## config.mk

```make
export PLATFORM = sky130hd
export DESIGN_NAME = debug_regs_flat
export DESIGN_NICKNAME = d
export VERILOG_FILES = /design/src/rename_pkg.sv /design/src/dbg_bus_pkg.sv /design/src/rename_ifs.sv /design/src/debug_regs.sv /design/src/flat_wrapper.sv
export VERILOG_INCLUDE_DIRS = /design/src
export SDC_FILE = /design/constraint.sdc
export NUM_CORES = 1
export LEC_CHECK = 0
export BUFFER_PORTS_ARGS = -buffer_cell sky130_fd_sc_hd__buf_4
export CORE_ASPECT_RATIO = 1.25
export CORE_UTILIZATION = 40
export CTS_CLUSTER_SIZE = 12
export DETAILED_ROUTE_END_ITERATION = 12
export GPL_ROUTABILITY_DRIVEN = 0
export HOLD_SLACK_MARGIN = 0.12
export PLACE_DENSITY = 0.79
export SYNTH_ARGS = -nofsm -noshare
export SYNTH_HDL_FRONTEND = slang
export SYNTH_SLANG_ARGS = --single-unit
```

## constraint.sdc

```tcl
create_clock -name gsi -period 1.98 [get_ports gsi]
set_input_delay 0.099 -clock gsi [delete_from_list [all_inputs] [get_ports gsi]]
set_output_delay 0.099 -clock gsi [all_outputs]
set_load 0.005 [all_outputs]
```

## src/rename_settings.svh

```systemverilog
`ifndef RENAME_SETTINGS_SVH
`define RENAME_SETTINGS_SVH

// Data path width
`define RF_XLEN 32

// Architectural entries come first in the table
`define RF_ARCH_REGS 32
`define RF_PHYS_REGS 64

// Wishbone debug address width
`define DBG_ADW 8

`endif

```

## src/rename_pkg.sv

```systemverilog
`include "rename_settings.svh"

package rename_pkg;

  // Index into the full table
  typedef logic [5:0] reg_idx_t;

  // One bit per rename register starting at entry 32
  typedef logic [`RF_PHYS_REGS-`RF_ARCH_REGS-1:0] free_mask_t;

  typedef struct packed {
    logic [`RF_XLEN-1:0] value;
    reg_idx_t            rrn;
    logic                valid;
    logic                tag;
  } reg_entry_t;

endpackage

```

## src/dbg_bus_pkg.sv

```systemverilog
`include "rename_settings.svh"

package dbg_bus_pkg;

  typedef enum logic [`DBG_ADW-1:0] {
    DBG_CTRL   = 'h00,
    DBG_STATUS = 'h04,
    DBG_SEL    = 'h08,
    DBG_VALUE  = 'h0C,
    DBG_META   = 'h10
  } dbg_reg_e;

  typedef struct packed {
    logic [`RF_XLEN-7:0] rsvd;
    logic [5:0]          free_count;
  } status_t;

  // Selected entry fields as seen on DBG_META
  typedef struct packed {
    logic [`RF_XLEN-11:0] rsvd;
    logic                 tag;
    logic                 valid;
    logic [1:0]           pad;
    logic [5:0]           rrn;
  } meta_t;

endpackage

```

## src/rename_ifs.sv

```systemverilog
`timescale 1ns/1ns
`include "rename_settings.svh"


interface debug_read_if;
  import rename_pkg::*;

  reg_idx_t            sel;
  logic [`RF_XLEN-1:0] value;
  reg_idx_t            rrn;
  logic                valid;
  logic                tag;

  modport ctrl (output sel, input value, rrn, valid, tag);
  modport regs (input sel, output value, rrn, valid, tag);
endinterface

```

## src/debug_regs.sv

```systemverilog
`timescale 1ns/1ns
`include "rename_settings.svh"

module debug_regs (
  input  logic                gsi,
  input  logic                reset,
  input  logic                wb_cyc,
  input  logic                wb_stb,
  input  logic                wb_we,
  input  logic [`DBG_ADW-1:0] wb_adr,
  input  logic [`RF_XLEN-1:0] wb_dat_w,
  output logic [`RF_XLEN-1:0] wb_dat_r,
  output logic                wb_ack,
  debug_read_if.ctrl          dbg,
  input  logic [5:0]          free_count,
  output logic                rename_enable
);
  import rename_pkg::*;
  import dbg_bus_pkg::*;

  logic                req;
  logic                accept;
  logic                done_q;
  logic                enable_q;
  reg_idx_t            sel_q;
  status_t             status;
  meta_t               meta;
  logic [`RF_XLEN-1:0] rd_data;

  assign req = wb_cyc && wb_stb;
  // No second ack while stb stays high
  assign accept = req && !wb_ack && !done_q;

  always_ff @(posedge gsi) begin
    if (reset) begin
      wb_ack   <= 1'b0;
      done_q   <= 1'b0;
      enable_q <= 1'b1;
      sel_q    <= '0;
    end else begin
      wb_ack <= accept;
      done_q <= req && (done_q || wb_ack);
      if (accept && wb_we) begin
        case (dbg_reg_e'(wb_adr))
          DBG_CTRL: enable_q <= wb_dat_w[0];
          DBG_SEL:  sel_q <= wb_dat_w[5:0];
          default:  ;
        endcase
      end
    end
  end

  always_comb begin
    status            = '0;
    status.free_count = free_count;
    meta              = '0;
    meta.rrn          = dbg.rrn;
    meta.valid        = dbg.valid;
    meta.tag          = dbg.tag;
    case (dbg_reg_e'(wb_adr))
      DBG_CTRL:   rd_data = {{(`RF_XLEN-1){1'b0}}, enable_q};
      DBG_STATUS: rd_data = status;
      DBG_SEL:    rd_data = {{(`RF_XLEN-6){1'b0}}, sel_q};
      DBG_VALUE:  rd_data = dbg.value;
      DBG_META:   rd_data = meta;
      default:    rd_data = '0;
    endcase
  end

  // Read data lands together with the ack
  always_ff @(posedge gsi) begin
    if (accept) begin
      wb_dat_r <= rd_data;
    end
  end

  assign dbg.sel       = sel_q;
  assign rename_enable = enable_q;

endmodule

```

## src/flat_wrapper.sv

```systemverilog
// flat-port wrapper written by rule: the top's interface ports become plain ports
module debug_regs_flat import rename_pkg::*; import dbg_bus_pkg::*;
  (gsi, reset, wb_cyc, wb_stb, wb_we, wb_adr, wb_dat_w, wb_dat_r, wb_ack, free_count, rename_enable, dbg_sel, dbg_value, dbg_rrn, dbg_valid, dbg_tag);
  debug_read_if dbg_i ();
  input  logic gsi;
  input  logic reset;
  input  logic wb_cyc;
  input  logic wb_stb;
  input  logic wb_we;
  input  logic [`DBG_ADW-1:0] wb_adr;
  input  logic [`RF_XLEN-1:0] wb_dat_w;
  output logic [`RF_XLEN-1:0] wb_dat_r;
  output logic wb_ack;
  input  logic [5:0] free_count;
  output logic rename_enable;
  output wire logic [$bits(dbg_i.sel)-1:0] dbg_sel;
  input wire logic [$bits(dbg_i.value)-1:0] dbg_value;
  input wire logic [$bits(dbg_i.rrn)-1:0] dbg_rrn;
  input wire logic [$bits(dbg_i.valid)-1:0] dbg_valid;
  input wire logic [$bits(dbg_i.tag)-1:0] dbg_tag;
  assign dbg_sel = dbg_i.sel;
  assign dbg_i.value = dbg_value;
  assign dbg_i.rrn = dbg_rrn;
  assign dbg_i.valid = dbg_valid;
  assign dbg_i.tag = dbg_tag;
  debug_regs u_core (.gsi(gsi), .reset(reset), .wb_cyc(wb_cyc), .wb_stb(wb_stb), .wb_we(wb_we), .wb_adr(wb_adr), .wb_dat_w(wb_dat_w), .wb_dat_r(wb_dat_r), .wb_ack(wb_ack), .dbg(dbg_i), .free_count(free_count), .rename_enable(rename_enable));
endmodule
```

==> metrics.txt <==
CP Capture Type=flip-flop; Initial Util=0.417; relative slew slack=0.673; run status=finished clean; CTS tree=done; commonest non-fill, non-tap cell in the layout=buf_4; pin count of the biggest net entering global routing=33; Layout area overhead=68.7%; initial antenna violation count=0; number of nets produced by synthesis=between 200 and 250; fillers=330; Worst-path clk slew=roughly 70 ps; Ports=131; CP max FO=2; Yosys top cell by area=edfxtp_1; setup TNS=0 ps; Site Rows=27; fmax=roughly 560 MHz; Leak=0.00133 uW; postcts setup bufs=0; Slew Limit Fails=0; Final setup viols=0; synth unique cells=28; post-DR vias/cell=about 4.7; Core Area=about 4400 um2; fin crit period=between 1500 and 2000 ps; most frequent cells in the layout=106 x buf_4, 34 x dlygate4sd3_1, 32 x edfxtp_1; Least-Margin Pin Slew=489 ps; Root Driver=clkbuf_8; Die H=77.7 um; CP startpoint kind=primary input; Initial DRT Pass Iterations=4; Post-Syn Instances=approximately 140; die width=between 60 and 70 um; Max Clock Skew=between 6 and 7 ps; critical path class=in2reg; Seq cells post-synth=41; final hold vios=0; via count=1,593; CTS max path bufs=2; HPWL after DPL=between 3000 and 4000 um; Power Dens Cells=roughly 550 nW/um2; Syn Std Cell Area=1830 um2; Inserted Diodes=0; crit path DAT=1960 ps; RSZ-0062 raised after global routing=no; dpl cell area=around 2700 um2; GR Overflow Total=0; post-synthesis sequential area ratio=0.623; Hold WC Path Type=in2reg; # Max-Cap Violations=0; Tot GR Track Use=0.198; first-pass GRT wire length=7430 um; Inserted Clock Buffers=5; initial DRC count=60; top post-synthesis cells by area=edfxtp_1 52%, dfxtp_1 9.8%, and2_1 8.2%, mux2i_1 4.4%, nand2b_1 4.1%; Yosys top cell area share=0.524; vias in the first global route=~1,600; final wirelength=4520 um; post-synthesis average cell area=13.0 um2; Worst Path Required=2150 ps; layout cells sized above 1=0.433; worst skew pair latency=280 ps; fin crit share=0.904; YS warnings=0; Max IR drop VDD=roughly 330 uV; post-route cell area=between 3000 and 4000 um2; wire per inst=~13 um; Final ANT Viol Nets=0; Final #Nets=about 370; DRC Markers=0; Die ar.=about 4900 um2; I/O Buffers=104; H-tree depth=2; Sink Count=41
[worst max-delay path, stage by stage]
cell	delay [ps]
dlygate4sd3_1	540
buf_4	140
nand2_1	60
dlygate4sd3_1	540
nor3_1	40
dlygate4sd3_1	540
[per-layer routing]
layer	GRT usage	vias to the layer above	part of all wire
met3	0.0647	6	0.095
met5	0	-	0
met1	0.230	700	0.39
li1	-	793	-
met2	0.341	94	0.50
met4	0.0628	0	0.011
[timing repair]
action,CTS,global route
hold buffers,34,0
gates resized for setup,0,0
hold endpoints to repair,33,0
[Yosys cell counts]
library cell / count
inv_1: 1
and4bb_4: 1
nor2b_1: 2
or4bb_1: 1
nand2_1: 7
a221oi_1: 5
or4_4: 1
clkbuf_2: 2
or3_1: 1
a31oi_1: 1
nand3_1: 5
buf_2: 1
nor2_1: 5
nor4_4: 1
or2_2: 1
nand4bb_1: 1
dfxtp_1: 9
or4b_1: 1
mux2_2: 6
nand2b_1: 12
clkbuf_1: 4
mux2i_1: 8
nor3_1: 1
edfxtp_1: 32
and2_1: 24
nor4_1: 1
a211oi_1: 5
a21oi_1: 2
[through the flow]
step	cells	util	setup WS [ps]	power (uW)	hold slack, ps
finish	340	0.704	191	1690	135
global route	340	0.704	143	1770	132
CTS	340	0.704	223	1710	121
detailed placement	298	0.608	384	1160	349
global placement	298	0.608	417	1160	346
floorplan	141	-	307	1030	217
[cell families after synthesis]
kind of cell / after synthesis / share of synthesized area
and+or+nand+nor: 65 / 0.225
DFF: 41 / 0.623
muxes: 14 / 0.0805
AOI/OAI and AO/OA: 13 / 0.0532
buffers and inverters: 8 / 0.0184
[layout make-up]
cell class                 count  area, um2  area share
sequential                    41       1140       0.369
timing repair buffer         140       1140       0.367
multi-input combinational     92        658       0.213
tap                           58       72.6      0.0235
clock buffer                   5       68.8      0.0222
clock inverter                 3       12.5     0.00405
inverter                       1       3.75     0.00121
[registers in the layout (all words and copies together), names as in the netlist]
register / count
u_core.wb_dat_r: 32
u_core.rename_enable: 1
u_core.done_q: 1
u_core.wb_ack: 1
u_core.dbg.sel: 6
[where the power goes]
| group | internal (uW) | total, uW | switching (uW) | leakage [uW] |
|---|---|---|---|---|
| sequential | 940 | 946 | 5.15 | 0.000404 |
| combinational | 167 | 253 | 86.4 | 0.000880 |
| clock | 237 | 496 | 259 | 0.0000430 |
| total | 1340 | 1690 | 351 | 0.00133 |
[worst paths after layout]
check | startpoint | endpoint | slack, ps | depth (start not counted)
min reg2reg | u_core.dbg.sel[3] | u_core.dbg.sel[3] | 500 | 2
max | wb_stb | u_core.done_q | 190 | 6
max reg2reg | u_core.wb_ack | u_core.dbg.sel[1] | 520 | 4
min | wb_adr[5] | u_core.dbg.sel[0] | 130 | 3
No activity file was read; power rests on OpenSTA's default activity.
