<file path="config.mk">
export PLATFORM = sky130hd
export DESIGN_NAME = free_list
export DESIGN_NICKNAME = d
export VERILOG_FILES = /design/src/rename_pkg.sv /design/src/free_list.sv
export VERILOG_INCLUDE_DIRS = /design/src
export SDC_FILE = /design/constraint.sdc
export NUM_CORES = 1
export LEC_CHECK = 0
export ABC_AREA = 1
export BUFFER_PORTS_ARGS = -buffer_cell sky130_fd_sc_hd__buf_2
export CAP_MARGIN = 0
export CORE_MARGIN = 5
export CORE_UTILIZATION = 40
export DETAILED_ROUTE_END_ITERATION = 16
export PLACE_DENSITY_LB_ADDON = 0.08
export SLEW_MARGIN = 15
export SYNTH_ARGS = -nofsm -noshare
export SYNTH_HDL_FRONTEND = slang
export SYNTH_SLANG_ARGS = --single-unit
</file>
<file path="constraint.sdc">
create_clock -name gsi -period 8.8 [get_ports gsi]
set_clock_uncertainty 0.1 [all_clocks]
set_input_delay 0.44 -clock gsi [delete_from_list [all_inputs] [get_ports gsi]]
set_output_delay 0.44 -clock gsi [all_outputs]
set_load 0.01 [all_outputs]
</file>
<file path="src/rename_settings.svh">
`ifndef RENAME_SETTINGS_SVH
`define RENAME_SETTINGS_SVH

// Data path width
`define RF_XLEN 32

// Architectural entries come first in the table
`define RF_ARCH_REGS 32
`define RF_PHYS_REGS 64

// Wishbone debug address width
`define DBG_ADW 8

`endif

</file>
<file path="src/rename_pkg.sv">
`include "rename_settings.svh"

package rename_pkg;

  // Index into the full table
  typedef logic [5:0] reg_idx_t;

  // One bit per rename register starting at entry 32
  typedef logic [`RF_PHYS_REGS-`RF_ARCH_REGS-1:0] free_mask_t;

  typedef struct packed {
    logic [`RF_XLEN-1:0] value;
    reg_idx_t            rrn;
    logic                valid;
    logic                tag;
  } reg_entry_t;

endpackage

</file>
<file path="src/free_list.sv">
`timescale 1ns/1ns

module free_list (
  input  logic                   gsi,
  input  logic                   reset,
  output rename_pkg::reg_idx_t   alloc_idx0,
  output rename_pkg::reg_idx_t   alloc_idx1,
  input  logic                   alloc_take0,
  input  logic                   alloc_take1,
  input  rename_pkg::free_mask_t release_mask,
  output logic [5:0]             free_count
);
  import rename_pkg::*;

  free_mask_t free_q;
  free_mask_t free_d;
  free_mask_t take_mask;
  logic [4:0] first_bit;
  logic [4:0] second_bit;
  logic       first_found;
  logic       second_found;
  logic [5:0] count_d;

  // Two lowest free bits
  always_comb begin
    first_bit    = '0;
    second_bit   = '0;
    first_found  = 1'b0;
    second_found = 1'b0;
    for (int i = 0; i < $bits(free_mask_t); i++) begin
      if (free_q[i]) begin
        if (!first_found) begin
          first_found = 1'b1;
          first_bit   = 5'(i);
        end else if (!second_found) begin
          second_found = 1'b1;
          second_bit   = 5'(i);
        end
      end
    end
  end

  // Rename registers start at entry 32
  assign alloc_idx0 = first_found ? {1'b1, first_bit} : '0;
  assign alloc_idx1 = second_found ? {1'b1, second_bit} : '0;

  always_comb begin
    take_mask = '0;
    if (alloc_take0) begin
      take_mask[alloc_idx0[4:0]] = 1'b1;
    end
    if (alloc_take1) begin
      take_mask[alloc_idx1[4:0]] = 1'b1;
    end
    free_d  = (free_q & ~take_mask) | release_mask;
    count_d = '0;
    for (int i = 0; i < $bits(free_mask_t); i++) begin
      count_d = count_d + 6'(free_d[i]);
    end
  end

  always_ff @(posedge gsi) begin
    if (reset) begin
      free_q     <= '1;
      free_count <= 6'd32;
    end else begin
      free_q     <= free_d;
      free_count <= count_d;
    end
  end

endmodule

</file>
==> results of run 1 <==
==> through the flow <==
stage	hold WS (ns)	power, mW	setup TNS, ns
global placement	0.463	0.307	-0.0679
floorplan	0.407	0.268	0
detailed placement	0.474	0.309	-0.238
global route	0.258	0.601	-0.119
CTS	0.237	0.554	0
finish	0.239	0.571	0
==> critical path: cells and delay by family (launching register included) <==
kind | cells | cell delay (ns)
compound gates | 5 | 0.68
fa+ha+maj | 9 | 3.69
buf+inv | 7 | 0.44
flops | 1 | 0.37
simple gates | 22 | 3.10
==> cell usage in the layout, fill, tap and decap left out, types with 4 or more instances in the layout <==
| cell type | netlist | layout |
|---|---|---|
| nand2_1 | 207 | 204 |
| inv_1 | 164 | 157 |
| nand3_1 | 86 | 84 |
| nor2_1 | 76 | 72 |
| buf_2 | 2 | 53 |
| buf_4 | 2 | 41 |
| dfxtp_1 | 38 | 36 |
| nand4_1 | 32 | 32 |
| a21oi_1 | 28 | 27 |
| fa_1 | 24 | 22 |
| inv_2 | 16 | 21 |
| o21ai_0 | 20 | 18 |
| o211ai_1 | 13 | 13 |
| nor2_2 | 11 | 12 |
| nor2_4 | 8 | 11 |
| o21ai_1 | 9 | 10 |
| ha_1 | 12 | 10 |
| nor3_1 | 10 | 9 |
| nand2_2 | 8 | 7 |
| a21oi_2 | 6 | 7 |
| o21ai_2 | 5 | 6 |
| and2_1 | 7 | 5 |
| clkbuf_16 | 0 | 5 |
| nand2_4 | 0 | 4 |
==> metal layers <==
| layer | vias up | part of all wire (%) |
|---|---|---|
| li1 | 2849 | - |
| met1 | 2564 | 47 |
| met2 | 207 | 45 |
| met3 | 20 | 6.6 |
| met4 | 0 | 1.6 |
| met5 | - | 0 |
==> state kept, by name, summed over array words and instances (netlist names) <==
name,flops
free_q,32
free_count,6
==> power breakdown <==
| group | switching, mW | leakage [nW] | internal, mW |
|---|---|---|---|
| logic | 0.0839 | 3.06 | 0.0579 |
| clock network | 0.0763 | 0.0971 | 0.170 |
| registers | 0.00323 | 0.309 | 0.179 |
==> cell type report <==
| cell class | instances | area, µm² |
|---|---|---|
| clock inverter | 2 | 60.1 |
| clock buffer | 6 | 139 |
| tap | 172 | 215 |
| multi-input combinational | 600 | 3680 |
| inverter | 185 | 707 |
| fill | 1363 | 6420 |
| timing repair buffer | 95 | 584 |
| sequential | 38 | 768 |
==> cell families (layout without fill, tap and decap cells) <==
group	count (synthesis)	count (layout)	share of synthesized area, %
adders and majority gates	36	36	12.4
DFF	38	38	15.0
AOI/OAI and AO/OA	100	100	12.8
buffers and inverters	203	288	15.6
and+or+nand+nor	464	464	44.3
==> timing repair <==
| action | in CTS | in global routing |
|---|---|---|
| endpoints found under the setup margin | 2 | 5 |
| setup buffers | 3 | 25 |
| gates resized for setup | 3 | 46 |
| gates cloned | 0 | 0 |
| pin swaps | 4 | 46 |
==> path summary, 6_finish.rpt <==
check,startpoint,endpoint,slack (ns),depth (start not counted)
max reg2reg,free_q[1],free_count[4],0.27,43
max,free_q[1],free_count[4],0.27,43
min reg2reg,free_q[1],free_q[1],0.47,2
min,reset,free_count[1],0.24,2
==> results by group, run 1 <==
Synthesis
  • Post-synthesis sequential area ratio: between 10% and 20%
  • Main flop type after synthesis: dfxtp_1
  • Asr flop ratio synth: 0%
  • FF+latch count, synth: 38
  • Post-synth EDFFs: 0
  • Most common cell in the netlist: nand2_1
  • Largest area contributor in the netlist: nand2_1
  • Netlist cell types: just over 50
  • Syn Nets: just over 900
  • Yosys top cell area share: 15.3%
  • Synth top area cells: nand2_1 (15%), dfxtp_1 (15%), inv_1 (12%)
  • Synth Instances: 841
  • Yosys warning total: 0
  • Synth Cell Area: 0.00509 mm²
  • Synth cell count leaders: nand2_1 (207), inv_1 (164), nand3_1 (86), nor2_1 (76), dfxtp_1 (38)
  • Synthesized area per cell: between 6 and 7 µm²

Clocking
  • CTS root buf: clkbuf_16
  • Total number of H-tree levels: 2
  • Hold buffer count at cts: 0
  • Num CTS Buffers: 5
  • Reg clk slew, reported paths: ~0.070 ns
  • Worst skew pair latency: roughly 0.29 ns
  • TritonCTS clock tree: yes
  • Clock buffer depth: 2
  • Clock net sink count: 38

Final layout
  • Inserted Diodes: 0
  • Fin util: ~49%
  • Post-route cell area: around 0.006 mm²
  • Fraction of layout cells with a size suffix above 1: 22.1%
  • Nets: 997
  • P&R area growth vs syn: 21.0%
  • Non-filler cells in the finished layout: around 1.1k

Die
  • Core Region: between 0.01 and 0.015 mm²
  • Top-Level Pins: between 50 and 60
  • Row count: 41
  • Die Ht: about 120 µm
  • Die area: roughly 0.015 mm²
  • Horiz. Die Dim: about 120 µm
  • Initial Util: about 40%

Power and ir drop
  • Leak Pwr: 3.47 nW
  • VDD IR max: 0.0000968 V
  • Pwr Density: around 93 mW/mm²

Setup path
  • Critical path class: reg2reg
  • CP arrival: between 8 and 9 ns
  • Setup crit start kind: register
  • Critical path's slowest cell: fa_1
  • Nature of the critical path endpoint: register
  • Critical path peak fanout: 6
  • Req. time, crit path: 8.86 ns
  • Slowest stage delay, CP: 0.57 ns
  • CP most frequent cell: fa_1

Detailed routing
  • Routed via count: between 5k and 6k
  • Iter 0 DRT Violations: between 500 and 600
  • Total Routed Length: between 15000 and 20000 µm
  • WL/cell: approximately 16 µm
  • Vias per cell: 5.14
  • DR pass1 iterations: 7
  • ANT nets after route: 0
  • Drc violations: 0

Timing
  • Crit share post-route: between 90% and 100%
  • RSZ-0062 raised after global routing: true
  • Max Slew Vio Count: 0
  • Top achievable clock speed: ~120 MHz
  • Final worst path period need: approximately 8.5 ns
  • Slew @ Worst Pin: ~1.2 ns
  • Final setup violation count: 0
  • Final worst slack: between 0.2 and 0.3 ns
  • Slew headroom: between 20% and 30%
  • Final hold violations: 0

Min path
  • Hold WC Path Type: in2reg

Global routing
  • GRT met2 Usage: 36.2%
  • Largest net degree at the start of global routing: 37
  • Met1 global-route usage: between 30% and 40%
  • All-layer global routing usage: 22.9%
  • First-pass GRT wire length: 27100 µm
  • Total congestion overflow: 0
  • Met3 Use GR: between 3 and 4%
  • Vias in the first global route: ~5.4k
  • Initial antenna violation count: 0
  • Top Usage Layer GRT: met2

Run
  • Max_cap viols: 0

Place
  • Placed cells: 1062
  • GP Congestion: ~0.91
  • Port Buf Inserts: 53
  • Placed Area: about 0.0056 mm²
  • Place WS: -0.185 ns
  • Dpl hpwl: 14200 µm

Outcome
  • Status: completed
No activity file was read; power rests on OpenSTA's default activity.
==> run 2, diff against run 1 <==
--- a/config.mk
+++ b/config.mk
@@ -11,9 +11,10 @@
 export CAP_MARGIN = 0
 export CORE_MARGIN = 5
 export CORE_UTILIZATION = 40
+export CTS_BUF_LIST = sky130_fd_sc_hd__clkbuf_4
 export DETAILED_ROUTE_END_ITERATION = 16
 export PLACE_DENSITY_LB_ADDON = 0.08
-export SLEW_MARGIN = 15
+export SLEW_MARGIN = 20
 export SYNTH_ARGS = -nofsm -noshare
 export SYNTH_HDL_FRONTEND = slang
 export SYNTH_SLANG_ARGS = --single-unit
==> constraint.sdc (replaced) <==
create_clock -name gsi -period 7.69 [get_ports gsi]
set_clock_uncertainty 0.1 [all_clocks]
set_input_delay 0.3845 -clock gsi [delete_from_list [all_inputs] [get_ports gsi]]
set_output_delay 0.3845 -clock gsi [all_outputs]
set_load 0.01 [all_outputs]
==> results by group, run 2 (synthesis results as in run 1) <==
Setup path
  • Critical R2R Launch: free_q[0] (was free_q[1])
  • CP Buf/Inv Count: 13 (was 7)
  • Nature of the critical path endpoint: register (unchanged)
  • Slowest stage delay, CP: 0.56 ns (was 0.57 ns)
  • FF-to-FF End: free_count[5] (was free_count[4])
  • R2R setup slack: -0.45 ns (was 0.27 ns)
  • Critical path class: reg2reg (unchanged)
  • Setup crit start kind: register (unchanged)
  • Req. time, crit path: 7.82 ns (was 8.86 ns)
  • Reg2Reg Depth: 42 (was 43)
  • Top Family by Delay on Critical Path: adder cells (unchanged)
  • Critical path's slowest cell: fa_1 (unchanged)
  • CP most frequent cell: fa_1 (unchanged)
  • CP arrival: 8.28 ns (was 8.58 ns)
  • Critical path peak fanout: 4 (was 6)

Power and ir drop
  • Pwr Density: 67.5 mW/mm² (was 92.8 mW/mm²)
  • Sw power: 0.184 mW (was 0.163 mW)
  • Total Power: 0.507 mW (was 0.571 mW)
  • VDD IR max: 0.000102 V (was 0.0000968 V)
  • Internal Power: 0.324 mW (was 0.408 mW)
  • Sequential share of power: 41.2% (was 32.0%)
  • Gate power share: 37.8% (was 24.8%)
  • Clk pwr share: 21.0% (was 43.2%)
  • Leak Pwr: 4.29 nW (was 3.47 nW)
  • Switching share of total power: 36.2% (was 28.6%)

Detailed routing
  • Routed via count: 6419 (was 5640)
  • Total Routed Length: 19000 µm (was 17200 µm)
  • Iter 0 DRT Violations: 454 (was 571)
  • Vias per cell: 5.03 (was 5.14)
  • WL/cell: 14.9 µm (was 15.7 µm)
  • ANT nets after route: 0 (unchanged)
  • DR pass1 iterations: 6 (was 7)
  • Drc violations: 0 (unchanged)

Timing
  • Top achievable clock speed: 123 MHz (was 117 MHz)
  • Final setup violation count: 5 (was 0)
  • Slew headroom: 53.9% (was 22.5%)
  • RSZ-0062 raised after global routing: true (unchanged)
  • Crit share post-route: 106% (was 96.9%)
  • Slew @ Worst Pin: 0.691 ns (was 1.16 ns)
  • Max Slew Vio Count: 0 (unchanged)
  • Final hold violations: 0 (unchanged)
  • Final worst slack: -0.451 ns (was 0.273 ns)
  • Final worst path period need: 8.14 ns (was 8.53 ns)
  • Hold_ws: 0.104 ns (was 0.239 ns)

Final layout
  • Top reg by flops: free_q (unchanged)
  • Most common cell after layout, fill and taps aside: buf_4 (was nand2_1)
  • Inserted Diodes: 0 (unchanged)
  • Nets: 1176 (was 997)
  • Fin util: 59.8% (was 48.9%)
  • Top flop regs: free_q (32), free_count (6) (unchanged)
  • P&R area growth vs syn: 47.7% (was 21.0%)
  • Fraction of layout cells with a size suffix above 1: 37.8% (was 22.1%)
  • Max reg flops: 32 (unchanged)
  • Post-route cell area: 0.00751 mm² (was 0.00615 mm²)
  • Most frequent cells in the layout: buf_4 (212), nand2_1 (186), inv_1 (156), nand3_1 (73), nor2_1 (71) (was nand2_1 (204), inv_1 (157), nand3_1 (84), nor2_1 (72), buf_2 (53))

Min path
  • Worst Hold End: free_count[1] (unchanged)
  • Hold_sp: reset (unchanged)
  • Worst Hold Depth: 2 (unchanged)
  • Hold WC Path Type: in2reg (unchanged)

Place
  • Placed Area: 0.00682 mm² (was 0.00558 mm²)
  • Dpl hpwl: 15500 µm (was 14200 µm)
  • GP Congestion: 0.945 (was 0.909)
  • Port Buf Inserts: 53 (unchanged)

Global routing
  • Vias in the first global route: 6228 (was 5415)
  • Initial antenna violation count: 0 (unchanged)
  • First-pass GRT wire length: 29900 µm (was 27100 µm)
  • Largest net degree at the start of global routing: 37 (unchanged)
  • All-layer global routing usage: 25.1% (was 22.9%)
  • Total congestion overflow: 0 (unchanged)

Clocking
  • CTS root buf: clkbuf_4 (was clkbuf_16)
  • Worst skew pair latency: 0.36 ns (was 0.29 ns)
  • Num CTS Buffers: 5 (unchanged)
  • Reg clk slew, reported paths: 0.13 ns (was 0.07 ns)
  • Clock buffer depth: 2 (unchanged)
  • Clock net sink count: 38 (unchanged)
  • Total number of H-tree levels: 2 (unchanged)
  • TritonCTS clock tree: yes (unchanged)

Outcome
  • Status: finished with violations (was completed)
  • Violated checks: negative setup slack

Die
  • Row count: 41 (unchanged)
  • Horiz. Die Dim: 123 µm (unchanged)
  • Die area: 0.0151 mm² (unchanged)
  • Initial Util: 40.5% (unchanged)
  • Die Ht: 123 µm (unchanged)
  • Core Region: 0.0126 mm² (unchanged)
  • Top-Level Pins: 54 (unchanged)

Run
  • Max_cap viols: 0 (unchanged)
run 2: changes by cell type in the layout (fill, tap and decap cells not counted), sizes merged:
cell / previous run / this run
buf: 95 / 274
bufinv: 2 / 0
clkbuf: 6 / 5
clkinv: 4 / 3
inv: 181 / 184
run 2: area by class of cell:
type	instances	area [µm²]
Clock inverter	2	10.0
Fill cell	1249	5060
Timing Repair Buffer	274	1980
Clock buffer	5	37.5
Sequential cell	38	768
Tap cell	172	215
Inverter	185	712
Multi-Input combinational cell	600	3790
run 2: how the worst max path moves through the flow:
stage                   start            end  slack, ns  cells past startpoint
floorplan           free_q[0]  free_count[4]      -0.05                     46
global placement    free_q[0]  free_count[4]      -0.48                     44
detailed placement  free_q[0]  free_count[4]      -0.65                     44
CTS                 free_q[1]  free_count[4]      -0.39                     43
global route        free_q[0]  free_count[4]      -0.87                     50
finish              free_q[0]  free_count[5]      -0.45                     42
run 2: power groups by stage:
stage	sequential (mW)	combinational [mW]	clock, mW
5_1_grt	0.210	0.211	0.117
4_1_cts	0.209	0.179	0.109
3_3_place_gp	0.213	0.160	0
2_1_floorplan	0.217	0.0909	0
3_5_place_dp	0.213	0.163	0
6_report	0.209	0.192	0.107
run 2: worst reg2reg max path, delay by kind of cell (launching register included):
family | cells | cell delay (ns)
flops | 1 | 0.38
compound gates | 5 | 0.97
fa+ha+maj | 8 | 3.45
simple gates | 16 | 2.15
buf+inv | 13 | 0.98
run 2: routing by layer:
| layer | share of wire [%] | vias up | global-route usage [%] |
|---|---|---|---|
| met5 | 0 | - | 0 |
| met1 | 45 | 2982 | 34.1 |
| met4 | 1.7 | 0 | 4.90 |
| met2 | 48 | 202 | 43.0 |
| li1 | - | 3203 | - |
| met3 | 4.9 | 32 | 2.67 |
run 2: through the flow:
step                      setup slack, ns  TNS (ns)  cells
after floorplan                   -0.0521   -0.0521    841
after global placement             -0.477     -1.66   1220
after detailed placement           -0.650     -2.45   1220
after CTS                          -0.389     -1.44   1264
after global routing               -0.875     -4.16   1276
final                              -0.451     -1.84   1276
run 2: repair_timing:
| item | in CTS | in global routing |
|---|---|---|
| endpoints found under the setup margin | 5 | 6 |
| hold buffers | 0 | 0 |
| gates resized for setup | 44 | 46 |
| hold endpoints to repair | 0 | 0 |
| buffers inserted | 38 | 12 |
| pin swaps | 25 | 40 |
==> run 3, diff against run 2 <==
--- a/config.mk
+++ b/config.mk
@@ -10,7 +10,7 @@
 export BUFFER_PORTS_ARGS = -buffer_cell sky130_fd_sc_hd__buf_2
 export CAP_MARGIN = 0
 export CORE_MARGIN = 5
-export CORE_UTILIZATION = 40
+export CORE_UTILIZATION = 45
 export CTS_BUF_LIST = sky130_fd_sc_hd__clkbuf_4
 export DETAILED_ROUTE_END_ITERATION = 16
 export PLACE_DENSITY_LB_ADDON = 0.08
==> results by group, run 3 (synthesis results as in run 1) <==
Setup path
  • Critical path's slowest cell: fa_2 (was fa_1)
  • Slowest stage delay, CP: 0.58 ns (was 0.56 ns)
  • Setup crit start kind: register (unchanged)
  • Nature of the critical path endpoint: register (unchanged)
  • Critical path class: reg2reg (unchanged)
  • Critical path peak fanout: 6 (was 4)
  • CP most frequent cell: nand2_2 (was fa_1)
  • Req. time, crit path: 7.85 ns (was 7.82 ns)
  • CP arrival: 8.31 ns (was 8.28 ns)

Final layout
  • Nets: 1136 (was 1176)
  • Most frequent cells in the layout: nand2_1 (182), buf_4 (174), inv_1 (154), nand3_1 (75), nor2_1 (66) (was buf_4 (212), nand2_1 (186), inv_1 (156), nand3_1 (73), nor2_1 (71))
  • Fill cell count: 974 (was 1249)
  • Fin util: 66.5% (was 59.8%)
  • Post-route cell area: 0.00728 mm² (was 0.00751 mm²)
  • Inserted Diodes: 0 (unchanged)
  • Top reg by flops: free_q (unchanged)
  • P&R area growth vs syn: 43.1% (was 47.7%)
  • Area occupied by multi-input gates: 0.00388 mm² (was 0.00379 mm²)
  • Reg area: 768 µm² (unchanged)
  • Max reg flops: 32 (unchanged)
  • Top flop regs: free_q (32), free_count (6) (unchanged)
  • Fraction of layout cells with a size suffix above 1: 37.7% (was 37.8%)
  • Most common cell after layout, fill and taps aside: nand2_1 (was buf_4)
  • Non-filler cells in the finished layout: 1205 (was 1276)

Power and ir drop
  • Leak Pwr: 4.08 nW (was 4.29 nW)
  • Total Power: 0.558 mW (was 0.507 mW)
  • VDD IR max: 0.000115 V (was 0.000102 V)
  • Pwr Density: 76.7 mW/mm² (was 67.5 mW/mm²)

Detailed routing
  • Routed via count: 6354 (was 6419)
  • Total Routed Length: 18200 µm (was 19000 µm)
  • ANT nets after route: 0 (unchanged)
  • Drc violations: 0 (unchanged)
  • WL/cell: 15.1 µm (was 14.9 µm)
  • DR pass1 iterations: 5 (was 6)
  • Iter 0 DRT Violations: 703 (was 454)
  • Vias per cell: 5.27 (was 5.03)

Global routing
  • Initial antenna violation count: 0 (unchanged)
  • First-pass GRT wire length: 29000 µm (was 29900 µm)
  • Largest net degree at the start of global routing: 37 (unchanged)
  • All-layer global routing usage: 27.0% (was 25.1%)
  • Vias in the first global route: 6138 (was 6228)
  • Total congestion overflow: 0 (unchanged)

Clocking
  • Clock buffer depth: 2 (unchanged)
  • Total number of H-tree levels: 2 (unchanged)
  • Reg clk slew, reported paths: 0.12 ns (was 0.13 ns)
  • Clock net sink count: 38 (unchanged)
  • Num CTS Buffers: 5 (unchanged)
  • TritonCTS clock tree: yes (unchanged)
  • Worst skew pair latency: 0.37 ns (was 0.36 ns)
  • CTS root buf: clkbuf_4 (unchanged)

Die
  • Row count: 38 (was 41)
  • Die area: 0.0135 mm² (was 0.0151 mm²)
  • Top-Level Pins: 54 (unchanged)
  • Initial Util: 46.5% (was 40.5%)
  • Horiz. Die Dim: 116 µm (was 123 µm)
  • Die Ht: 116 µm (was 123 µm)
  • Core Region: 0.0109 mm² (was 0.0126 mm²)

Timing
  • Hold_ws: 0.105 ns (was 0.104 ns)
  • Final hold violations: 0 (unchanged)
  • RSZ-0062 raised after global routing: true (unchanged)
  • Top achievable clock speed: 123 MHz (about the same)
  • Slew @ Worst Pin: 1.16 ns (was 0.691 ns)
  • Final worst slack: -0.464 ns (was -0.451 ns)
  • Final worst path period need: 8.15 ns (was 8.14 ns)
  • Max Slew Vio Count: 0 (unchanged)
  • Slew headroom: 22.2% (was 53.9%)
  • Crit share post-route: 106% (about the same)
  • Final setup violation count: 5 (unchanged)
  • Setup TNS: -1.93 ns (was -1.84 ns)

Place
  • Port Buf Inserts: 53 (unchanged)
  • Placed Area: 0.00654 mm² (was 0.00682 mm²)
  • Dpl hpwl: 14700 µm (was 15500 µm)
  • GP Congestion: 0.992 (was 0.945)
  • Placed cells: 1159 (was 1220)
  • Place WS: -0.687 ns (was -0.650 ns)

Outcome
  • Status: finished with violations (unchanged)
  • Violated checks: negative setup slack (unchanged)

Run
  • Max_cap viols: 0 (unchanged)

Min path
  • Hold WC Path Type: in2reg (unchanged)
[run 3: where the power goes]
group	internal, mW	total (mW)	switching (mW)	leakage [nW]
Sequential	0.205	0.208	0.00336	0.309
Clock	0.0674	0.142	0.0750	0.0450
Combinational	0.0950	0.207	0.112	3.73
Total	0.367	0.558	0.190	4.08
[run 3: worst max-delay path, delay by kind of cell (launching register included)]
family,cells,cell delay [ns]
adder cells (fa/ha/maj),9,3.62
AND/OR/NAND/NOR,20,1.81
AO/OA/AOI/OAI,11,1.24
buffers and inverters,10,0.84
flip-flops,1,0.38
[run 3: final cells by class]
class / count / area share (%)
repair buffers: 234 / 22.9
clock inverters: 3 / 0.550
clock buffers: 5 / 0.516
inverters: 185 / 9.75
well taps: 140 / 2.41
flip-flops and latches: 38 / 10.6
multi-input cells: 600 / 53.3
[run 3: worst paths after layout]
| check | start | endpoint | slack, ns | depth (start not counted) |
|---|---|---|---|---|
| hold / removal | reset | free_count[0] | 0.11 | 2 |
| setup / recovery | free_q[0] | free_count[2] | -0.46 | 50 |
| hold reg to reg | free_q[6] | free_q[6] | 0.52 | 4 |
| setup reg to reg | free_q[0] | free_count[2] | -0.46 | 50 |
[run 3: metal layers]
| layer | routed length (µm) | vias up | global-route usage, % |
|---|---|---|---|
| li1 | - | 3127 | - |
| met1 | 7660 | 2895 | 35.8 |
| met2 | 8380 | 285 | 44.8 |
| met3 | 1520 | 47 | 3.83 |
| met4 | 621 | 0 | 9.74 |
| met5 | 0 | - | 0 |
[run 3: what timing repair did]
item	4_1_cts	5_1_grt
hold buffers	0	0
pin swaps	34	48
setup buffers	25	13
gates cloned	0	0
resized for setup	50	64
setup endpoints to repair	6	6
